$ cat config.mk
export PLATFORM = sky130hd
export DESIGN_NAME = branch_history_table
export DESIGN_NICKNAME = d
export VERILOG_FILES = /design/src/hw/bht_pkg.sv /design/src/hw/bht_router.sv /design/src/hw/bht_bank.sv /design/src/hw/bht_merge.sv /design/src/hw/branch_history_table.sv
export SDC_FILE = /design/constraint.sdc
export NUM_CORES = 2
export LEC_CHECK = 0
export BUFFER_PORTS_ARGS = -buffer_cell sky130_fd_sc_hd__buf_2
export CELL_PAD_IN_SITES_DETAIL_PLACEMENT = 1
export CELL_PAD_IN_SITES_GLOBAL_PLACEMENT = 2
export CORE_ASPECT_RATIO = 0.6
export CORE_MARGIN = 3
export CORE_UTILIZATION = 44
export CTS_CLUSTER_SIZE = 24
export DETAILED_ROUTE_END_ITERATION = 7
export PLACE_DENSITY_LB_ADDON = 0.1
export SYNTH_ARGS = -nofsm -noshare
export SYNTH_HDL_FRONTEND = slang
export SYNTH_SLANG_ARGS = --single-unit
$ cat constraint.sdc
create_clock -name clk -period 37.7 [get_ports clk]
set_input_delay 7.54 -clock clk [delete_from_list [all_inputs] [get_ports clk]]
set_output_delay 7.54 -clock clk [all_outputs]
set_load 0.05 [all_outputs]
$ cat src/hw/bht_pkg.sv
//**************************************************************************
// branch history table package
// sizes, two-bit counter encodings and the shared pc, request, response,
// route and prediction types of the banked BHT
//**************************************************************************
package bht_pkg;

    localparam int BANKS     = 4;
    localparam int BANK_BITS = 2;
    localparam int ENTRIES   = 64;   // counters per bank
    localparam int IDX_BITS  = 6;
    localparam int CTR_BITS  = 2;

    // saturating counter states, upper bit is the direction
    localparam logic [CTR_BITS-1:0] CTR_SN = 2'b00;
    localparam logic [CTR_BITS-1:0] CTR_WN = 2'b01;
    localparam logic [CTR_BITS-1:0] CTR_WT = 2'b10;
    localparam logic [CTR_BITS-1:0] CTR_ST = 2'b11;

    // pc word, raw or split into table fields
    typedef union packed {
        logic [31:0] raw;
        struct packed {
            logic [31-IDX_BITS-BANK_BITS-2:0] tag;     // not compared
            logic [IDX_BITS-1:0]              index;   // pc[9:4]
            logic [BANK_BITS-1:0]             bank;    // pc[3:2]
            logic [1:0]                       offset;
        } f;
    } pc_u;

    typedef struct packed {
        logic                lookup_en;
        logic [IDX_BITS-1:0] lookup_idx;
        logic                update_en;
        logic [IDX_BITS-1:0] update_idx;
        logic                update_taken;
    } bank_req_t;

    typedef struct packed {
        logic [CTR_BITS-1:0] lookup_ctr;
        logic                lookup_known;
        logic                update_dir;    // direction before the update
    } bank_rsp_t;

    typedef struct packed {
        logic                 lookup_v;
        logic [BANK_BITS-1:0] lookup_bank;
        logic                 update_v;
        logic [BANK_BITS-1:0] update_bank;
        logic                 update_taken;
    } route_t;

    typedef struct packed {
        logic                taken;
        logic [CTR_BITS-1:0] ctr;
        logic                known;
    } pred_t;

endpackage

$ cat src/hw/bht_router.sv
//**************************************************************************
// BHT request router
// turns the fetch and resolve pcs into one-hot bank requests and
// registers which bank answers in the following cycle
//**************************************************************************
`timescale 1ns/1ps

module bht_router (
    input  logic               clk,
    input  logic               rst,
    input  logic               fetch_valid,
    input  bht_pkg::pc_u       fetch_pc,
    input  logic               resolve_valid,
    input  bht_pkg::pc_u       resolve_pc,
    input  logic               resolve_taken,
    output bht_pkg::bank_req_t req [bht_pkg::BANKS],
    output bht_pkg::route_t    route
);

    logic [bht_pkg::BANKS-1:0] look_hot;   // one bank per strobe
    logic [bht_pkg::BANKS-1:0] upd_hot;

    always_comb begin
        look_hot = '0;
        upd_hot  = '0;
        if (fetch_valid) begin
            look_hot[fetch_pc.f.bank] = 1'b1;
        end
        if (resolve_valid) begin
            upd_hot[resolve_pc.f.bank] = 1'b1;
        end
    end

    // index and outcome go to every bank, only the enable is steered
    always_comb begin
        for (int b = 0; b < bht_pkg::BANKS; b++) begin
            req[b].lookup_en    = look_hot[b];
            req[b].lookup_idx   = fetch_pc.f.index;
            req[b].update_en    = upd_hot[b];
            req[b].update_idx   = resolve_pc.f.index;
            req[b].update_taken = resolve_taken;
        end
    end

    always_ff @(posedge clk or posedge rst) begin
        if (rst) begin
            route <= '0;
        end else begin
            route.lookup_v     <= fetch_valid;
            route.lookup_bank  <= fetch_pc.f.bank;
            route.update_v     <= resolve_valid;
            route.update_bank  <= resolve_pc.f.bank;
            route.update_taken <= resolve_taken;   // compared against update_dir
        end
    end

    a_one_hot: assert property (@(posedge clk) disable iff (rst)
        $onehot0(look_hot) && $onehot0(upd_hot))
        else $error("more than one bank enabled in a cycle");

endmodule

$ cat src/hw/bht_bank.sv
//**************************************************************************
// BHT bank
// 64 two-bit saturating counters with trained flags, a registered lookup
// read and a one-step update per cycle
//**************************************************************************
`timescale 1ns/1ps

module bht_bank (
    input  logic               clk,
    input  logic               rst,
    input  bht_pkg::bank_req_t req,
    output bht_pkg::bank_rsp_t rsp
);

    logic [bht_pkg::CTR_BITS-1:0] ctr_q   [bht_pkg::ENTRIES];
    logic                         known_q [bht_pkg::ENTRIES];   // ever trained
    logic [bht_pkg::CTR_BITS-1:0] upd_old;
    logic [bht_pkg::CTR_BITS-1:0] upd_new;

    assign upd_old = ctr_q[req.update_idx];

    // one step toward the outcome, held at either end
    always_comb begin
        case (upd_old)
            bht_pkg::CTR_SN: begin
                upd_new = req.update_taken ? bht_pkg::CTR_WN : bht_pkg::CTR_SN;
            end
            bht_pkg::CTR_WN: begin
                upd_new = req.update_taken ? bht_pkg::CTR_WT : bht_pkg::CTR_SN;
            end
            bht_pkg::CTR_WT: begin
                upd_new = req.update_taken ? bht_pkg::CTR_ST : bht_pkg::CTR_WN;
            end
            bht_pkg::CTR_ST: begin
                upd_new = req.update_taken ? bht_pkg::CTR_ST : bht_pkg::CTR_WT;
            end
            default: begin
                upd_new = upd_old;
            end
        endcase
    end

    always_ff @(posedge clk or posedge rst) begin
        if (rst) begin
            for (int i = 0; i < bht_pkg::ENTRIES; i++) begin
                ctr_q[i]   <= bht_pkg::CTR_SN;
                known_q[i] <= 1'b0;
            end
        end else if (req.update_en) begin
            ctr_q[req.update_idx]   <= upd_new;
            known_q[req.update_idx] <= 1'b1;
        end
    end

    // reads sample the arrays before this edge's write lands
    always_ff @(posedge clk) begin
        if (req.lookup_en) begin
            rsp.lookup_ctr   <= ctr_q[req.lookup_idx];
            rsp.lookup_known <= known_q[req.lookup_idx];
        end
        if (req.update_en) begin
            rsp.update_dir <= upd_old[bht_pkg::CTR_BITS-1];
        end
    end

    a_one_step: assert property (@(posedge clk) disable iff (rst)
        req.update_en |=>
            (int'(ctr_q[$past(req.update_idx)]) - int'($past(upd_old))) inside {-1, 0, 1})
        else $error("counter moved more than one step on an update");

endmodule

$ cat src/hw/bht_merge.sv
//**************************************************************************
// BHT merge stage
// picks the answering bank's response, forms the prediction and flags
// a mispredict from the pre-update direction bit
//**************************************************************************
`timescale 1ns/1ps

module bht_merge (
    input  logic               clk,
    input  logic               rst,
    input  bht_pkg::route_t    route,
    input  bht_pkg::bank_rsp_t rsp [bht_pkg::BANKS],
    output logic               pred_valid,
    output bht_pkg::pred_t     pred,
    output logic               mispredict
);

    bht_pkg::bank_rsp_t look_rsp;   // bank that served last cycle's fetch
    bht_pkg::bank_rsp_t upd_rsp;    // bank that took last cycle's resolve

    assign look_rsp = rsp[route.lookup_bank];
    assign upd_rsp  = rsp[route.update_bank];

    assign pred_valid = route.lookup_v;

    always_comb begin
        pred.taken = look_rsp.lookup_ctr[bht_pkg::CTR_BITS-1];   // direction bit
        pred.ctr   = look_rsp.lookup_ctr;
        pred.known = look_rsp.lookup_known;
    end

    // wrong when the old direction disagrees with the resolved outcome
    assign mispredict = route.update_v && (upd_rsp.update_dir != route.update_taken);

    a_misp_needs_update: assert property (@(posedge clk) disable iff (rst)
        mispredict |-> route.update_v)
        else $error("mispredict without a registered update");

    // an untrained entry has never left strongly not-taken
    a_unknown_is_sn: assert property (@(posedge clk) disable iff (rst)
        pred_valid && !pred.known |-> pred.ctr == bht_pkg::CTR_SN)
        else $error("untrained entry returned a moved counter");

endmodule

$ cat src/hw/branch_history_table.sv
//**************************************************************************
// banked branch history table
// 256 two-bit counters in four banks, fetch lookup and resolve update,
// prediction and mispredict one cycle later
//**************************************************************************
`timescale 1ns/1ps

module branch_history_table (
    input  logic           clk,
    input  logic           rst,
    input  logic           fetch_valid,
    input  bht_pkg::pc_u   fetch_pc,
    input  logic           resolve_valid,
    input  bht_pkg::pc_u   resolve_pc,
    input  logic           resolve_taken,
    output logic           pred_valid,
    output bht_pkg::pred_t pred,
    output logic           mispredict
);

    bht_pkg::bank_req_t req [bht_pkg::BANKS];   // one-hot enables
    bht_pkg::bank_rsp_t rsp [bht_pkg::BANKS];
    bht_pkg::route_t    route;                   // who answers in k+1

    bht_router u_router (
        .clk           (clk),
        .rst           (rst),
        .fetch_valid   (fetch_valid),
        .fetch_pc      (fetch_pc),
        .resolve_valid (resolve_valid),
        .resolve_pc    (resolve_pc),
        .resolve_taken (resolve_taken),
        .req           (req),
        .route         (route)
    );

    genvar b;
    generate
        for (b = 0; b < bht_pkg::BANKS; b++) begin : g_bank
            bht_bank u_bank (
                .clk (clk),
                .rst (rst),
                .req (req[b]),
                .rsp (rsp[b])
            );
        end
    endgenerate

    bht_merge u_merge (
        .clk        (clk),
        .rst        (rst),
        .route      (route),
        .rsp        (rsp),
        .pred_valid (pred_valid),
        .pred       (pred),
        .mispredict (mispredict)
    );

endmodule

======== Word level (Yosys, flattened, before mapping) ========
Cells that the tools add are included.
word-level totals
  output and inout port bits .............. 6
  register bits ........................... 791
  word-level logic and storage cells ...... 631
cells by class
  bitwise operators ....................... 8
  reduce and logical (&&, ||, !) cells .... 8
  magnitude comparators ................... 9
  equal/unequal tests ..................... 13
  mux-type cells .......................... 64
operators by type and width
  cell                                                                    number
  128-bit bitwise mux                                                     4
  64-bit bitwise OR                                                       4
  2-bit binary-select mux with 6-bit select                               8
  2-bit two-way mux                                                       19
  2-bit one-hot mux with 4 select lines                                   4
  1-bit binary-select mux with 6-bit select                               4
  4-bit binary-select mux with 2-bit select                               2
  2-bit == test (second input constant)                                   8
  4-bit two-way mux                                                       4
  1-bit two-way mux                                                       15
  7-bit >= comparator (second input constant)                             2
  6-bit inverter with 7-bit output                                        2
  2-bit demux with 6-bit select                                           1
  2-bit by 1-bit == test with 1-bit output (second input constant)        4
  2-bit zero test                                                         4
  7-bit by 1-bit < comparator with 1-bit output (second input constant)   1
  1-bit demux with 6-bit select                                           1
  3-bit >= comparator (second input constant)                             2
  2-bit by 3-bit < comparator with 1-bit output (second input constant)   2
  2-bit inverter with 3-bit output                                        2
  1-bit demux with 2-bit select                                           2
  2-bit by 1-bit >= comparator with 1-bit output (second input constant)  2
  1-bit logical AND                                                       4
  1-bit != test                                                           1

======== Longest topological paths before layout ========
  word-level depth ........................ 7
  gate-level depth with buffers ........... 14

======== By module ========
A second synthesis with hierarchy kept.
unflattened totals
  cell total of the unflattened synthesis .. 3,486
  area, all modules ....................... 40,012.1 µm²
modules (own cells, without submodules)
  module                            instances  cells each  area each (µm²)
  bht_bank at g_bank[1].u_bank ...  3          855         9,863.2
  bht_bank at g_bank[0].u_bank      1          845         9,658.0
  bht_router                        1          68          644.4
  bht_merge                         1          8           120.1

======== Worst setup path after synthesis ========
No wires, ideal clock.
  kind .................................... input port to flip-flop
  start point ............................. input fetch_pc[4] (netlist bit)
  end point ............................... register, netlist name g_bank[2].u_bank.rsp[3]
  setup time .............................. 0.272 ns
  path buffers ............................ 3
  stages .................................. 6
  data arrival time ....................... 9.984 ns
  slack ................................... 27.444 ns
  data required time ...................... 37.428 ns
  path through ............................ clkbuf_1 clkbuf_1 buf_1 mux4_2 mux4_2 mux4_2
between the ends
  cells in the longest elaborated chain, start to end .. 4
RTL lines
  what                                                    RTL line                    source
  start, declared                                         branch_history_table.sv:12  input bht_pkg::pc_u fetch_pc,
  6-bit inverter with 7-bit output (not written as such)  bht_bank.sv:58              rsp.lookup_ctr <= ctr_q[req.lookup_idx];
  2-bit binary-select mux with 6-bit select               bht_bank.sv:58
  2-bit two-way mux (not written as such) (2 in series)   bht_bank.sv:58
Every way passes these cells. The select of a mux whose other input is x is not followed.
A chain may end at the register's enable or synchronous reset.

======== Worst setup path after layout ========
  start point ............................. input resolve_pc[4] (netlist bit)
  end point ............................... register g_bank[1].u_bank.ctr_q[45] (netlist bit)
between the ends
  cells in the longest elaborated chain, start to end .. 7
RTL lines
  what                                                      RTL line                        source
  start, declared                                           branch_history_table.sv:14      input bht_pkg::pc_u resolve_pc,
  6-bit inverter with 7-bit output (not written as such) *  bht_bank.sv:20, bht_bank.sv:50
  2-bit binary-select mux with 6-bit select                 bht_bank.sv:20                  assign upd_old = ctr_q[req.update_idx];
  2-bit two-way mux (not written as such) (2 in series)     bht_bank.sv:20
  2-bit == test (tied with other cells)                     bht_bank.sv:24                  case (upd_old)
  2-bit one-hot mux with 4 select lines                     bht_bank.sv:24
  128-bit bitwise mux *                                     bht_bank.sv:50                  ctr_q[req.update_idx] <= upd_new;
  end signal, assigned by index                             bht_bank.sv:46                  ctr_q[i] <= bht_pkg::CTR_SN;
  end signal, assigned by index                             bht_bank.sv:50
  end, declared                                             bht_bank.sv:15                  logic [bht_pkg::CTR_BITS-1:0] ctr_q [bht_pkg::ENTRIES];
Every way passes the cells marked *; elsewhere a longest branch is shown, timed or not. The select of a mux whose other input is x is not followed.

==> run_results.csv <==
group,metric,value,unit
clock_network,postCtsSetupRepairBufs,0,
clock_network,hold_buffers,0,
die,ios,75,
timing,hold_violations,0,
grt,met3_usage,0.0897,
grt,grt_pass1_wl,231,mm
layout,final_util,0.488,
die,initial_utilization,0.446,
grt,met2_usage,0.475,
timing,fin_crit_sh,0.323,
grt,gr-usage-met1,0.493,
critical_path,r2r_setup_slack,33520,ps
critical_path,end_kind,"flop",
grt,antenna_found_initial,9,
route,drtIter0Drc,3399,
critical_path,setup.worst_path.class,"input port to flop",
die,die_w,396,um
clock_network,cts_made_buffers,80,
power,power,0.00204,W
clock_network,cts_tree,"done",
grt,grt.total_usage,0.331,
route,wire_per_inst,33.1,um
grt,gr-total-overflow,0,
layout,layout_common_cells,"dfrtp_1, nand2_1, nor2_1",
layout,nets,3491,
timing,relSlewSlack,0.0579,
yosys,netlist_area,40100,um^2
power,pwr_density_cell,46.6,nW/um^2
outcome,status,"complete, no violations",
timing,finalSetupViolCount,0,
route,viasPerCell,6.72,
layout,final_common_cell,"dfrtp_1",
place,port_buffers,26,
layout,syn_to_final_growth,9.36,%
timing,tightest_slew,1410,ps
critical_path,start_kind,"input port",
route,drt-total-wl,156,mm
die,rows,85,
critical_path,cp.arrival,12690,ps
critical_path,worstPathMaxFanout,98,
yosys,async_flop_share,0.980,
route,drc,0,
yosys,synth-main-ff-cell,"dfrtp_1",
yosys,synth_edf_count,16,
yosys,ys_types,78,
clock_network,h-tree-depth,3,
place,gp_congestion,0.863,
timing,setup_tns,0,ps
clock_network,insertion_delay,680,ps
yosys,ys_seq_area_frac,0.495,
route,firstDrtPassIters,5,
hold_path,hold_start,"g_bank[1].u_bank.known_q[19]",
die,die_area,94900,um^2
critical_path,r2r-start,"g_bank[1].u_bank.ctr_q[97]",
power,p_leak,19.2,nW
layout,drive_above_1_share,0.213,
timing,clock_skew,17.6,ps
grt,grt_pass1_vias,32446,
die,core_region_area,90000,um^2
critical_path,startpoint,"resolve_pc[4]",
yosys,avgSynthCellArea,11.4,um^2
timing,max_freq,0.0822,GHz
yosys,synth_cells,3529,
die,die_y,240,um
power,ir_worst_vdd,31.9,uV
flow_run,drv_cap,0,
timing,rsz0062_at_grt,"no",
timing,drv_slew,0,
yosys,synth_nets,3598,
timing,period_needed,12160,ps
route,drtAntennaViolNets,0,
critical_path,cp.required,38230,ps
hold_path,min_path_type,"flop to flop",
clock_network,cts.clk_slew.worst_paths,60,ps
clock_network,cts_sinks,791,
yosys,synth-seq-cells,791,
grt,grt_max_degree,167,
clock_network,cts_root_buf,"clkbuf_16",
grt,top_usage_layer,"met1",
route,vias,31645,
clock_network,clockBufferDepth,3,
clock_network,ctsResizeCount,0,
place,dp_hpwl,96.7,mm
yosys,ys_warn_count,0,
worst paths after layout:
check | to | cells past startpoint
hold / removal | g_bank[1].u_bank.known_q[19] | 1
setup / recovery | g_bank[1].u_bank.ctr_q[45] | 11
setup reg to reg | g_bank[1].u_bank.ctr_q[45] | 8
max in group asynchronous | g_bank[0].u_bank.known_q[17] | 5
min in group asynchronous | g_bank[2].u_bank.known_q[9] | 2
hold reg to reg | g_bank[1].u_bank.known_q[19] | 1
cells by family after synthesis:
| logic type | share of synthesized area |
|---|---|
| AO/OA/AOI/OAI | 0.131 |
| XOR/XNOR | 0.000218 |
| adder cells (fa/ha/maj) | 0.00156 |
| buffers and inverters | 0.0367 |
| flip-flops | 0.495 |
| multiplexers | 0.201 |
| AND/OR/NAND/NOR | 0.134 |
state kept, by name, summed over array words and instances, names as in the netlist:
register	count
g_bank.u_bank.rsp	16
u_router.route	7
g_bank.u_bank.ctr_q	512
g_bank.u_bank.known_q	256
through the flow:
step	std cells	instance area (um^2)	hold slack, ps	worst slack [ps]
2_1_floorplan	3529	40100	423	8400
3_3_place_gp	4558	41200	432	25110
3_5_place_dp	4558	41200	441	25030
4_1_cts	4704	43900	455	25750
5_1_grt	4704	43900	470	25350
6_report	4708	43900	450	25540
report_power, final:
part / internal (W) / switching (W) / total [W]
Clock: 0.000466 / 0.000361 / 0.000827
Sequential: 0.000908 / 0.0000430 / 0.000951
Combinational: 0.0000985 / 0.000167 / 0.000266
cell usage after synthesis, types with 5 or more instances:
| cell type | instances | share of area |
|---|---|---|
| a22oi_1 | 46 | 0.0086 |
| clkbuf_1 | 190 | 0.018 |
| o21ai_0 | 182 | 0.023 |
| a21oi_1 | 172 | 0.021 |
| nor3_1 | 96 | 0.012 |
| a31oi_1 | 89 | 0.014 |
| o22ai_1 | 17 | 0.0027 |
| a21o_1 | 60 | 0.011 |
| buf_2 | 19 | 0.0024 |
| nand3_1 | 95 | 0.012 |
| a32oi_1 | 5 | 0.0011 |
| inv_1 | 8 | 0.00075 |
| o2bb2ai_1 | 12 | 0.0026 |
| edfxtp_1 | 16 | 0.012 |
| mux2i_1 | 42 | 0.010 |
| inv_2 | 5 | 0.00047 |
| and3_1 | 8 | 0.0012 |
| and2_1 | 9 | 0.0014 |
| nor2_1 | 359 | 0.034 |
| buf_1 | 51 | 0.0048 |
| nand3b_1 | 10 | 0.0019 |
| nand2_1 | 361 | 0.034 |
| o21bai_1 | 31 | 0.0058 |
| mux4_2 | 284 | 0.16 |
| nor2b_1 | 7 | 0.0011 |
| or2_2 | 54 | 0.0084 |
| buf_4 | 13 | 0.0024 |
| a22o_1 | 9 | 0.0020 |
| dfrtp_1 | 775 | 0.48 |
| nand2b_1 | 117 | 0.018 |
| a221oi_1 | 49 | 0.011 |
| o21ai_1 | 6 | 0.00075 |
| and3b_1 | 9 | 0.0020 |
| o31ai_1 | 88 | 0.016 |
| buf_6 | 29 | 0.0081 |
| or3b_2 | 6 | 0.0013 |
| a221o_1 | 12 | 0.0030 |
| nor3b_1 | 9 | 0.0017 |
| mux2_2 | 109 | 0.031 |
metal layers:
layer / up-vias / part of all wire
met2: 1679 / 0.42
met3: 302 / 0.11
met5: - / 0.00015
met1: 16801 / 0.44
li1: 12859 / -
met4: 4 / 0.029
layout make-up:
class	instances	area, um^2
clock buffers	119	2420
fillers	9332	46100
multi-input cells	2423	18900
clock inverters	27	223
repair buffers	113	858
inverters	13	56.3
well taps	1218	1520
flip-flops and latches	791	19900
diodes	4	10.0
worst max-delay path, cell delays in order:
cell and delay, ps:
buf_6 370, buf_12 540, nor3b_4 290, buf_4 420, a22oi_1 230, nand4_1 140, a2111oi_0 1180, and3_1 410
maj3_2 670, buf_4 520, o21ai_0 180
No activity file was read; power rests on OpenSTA's default activity.
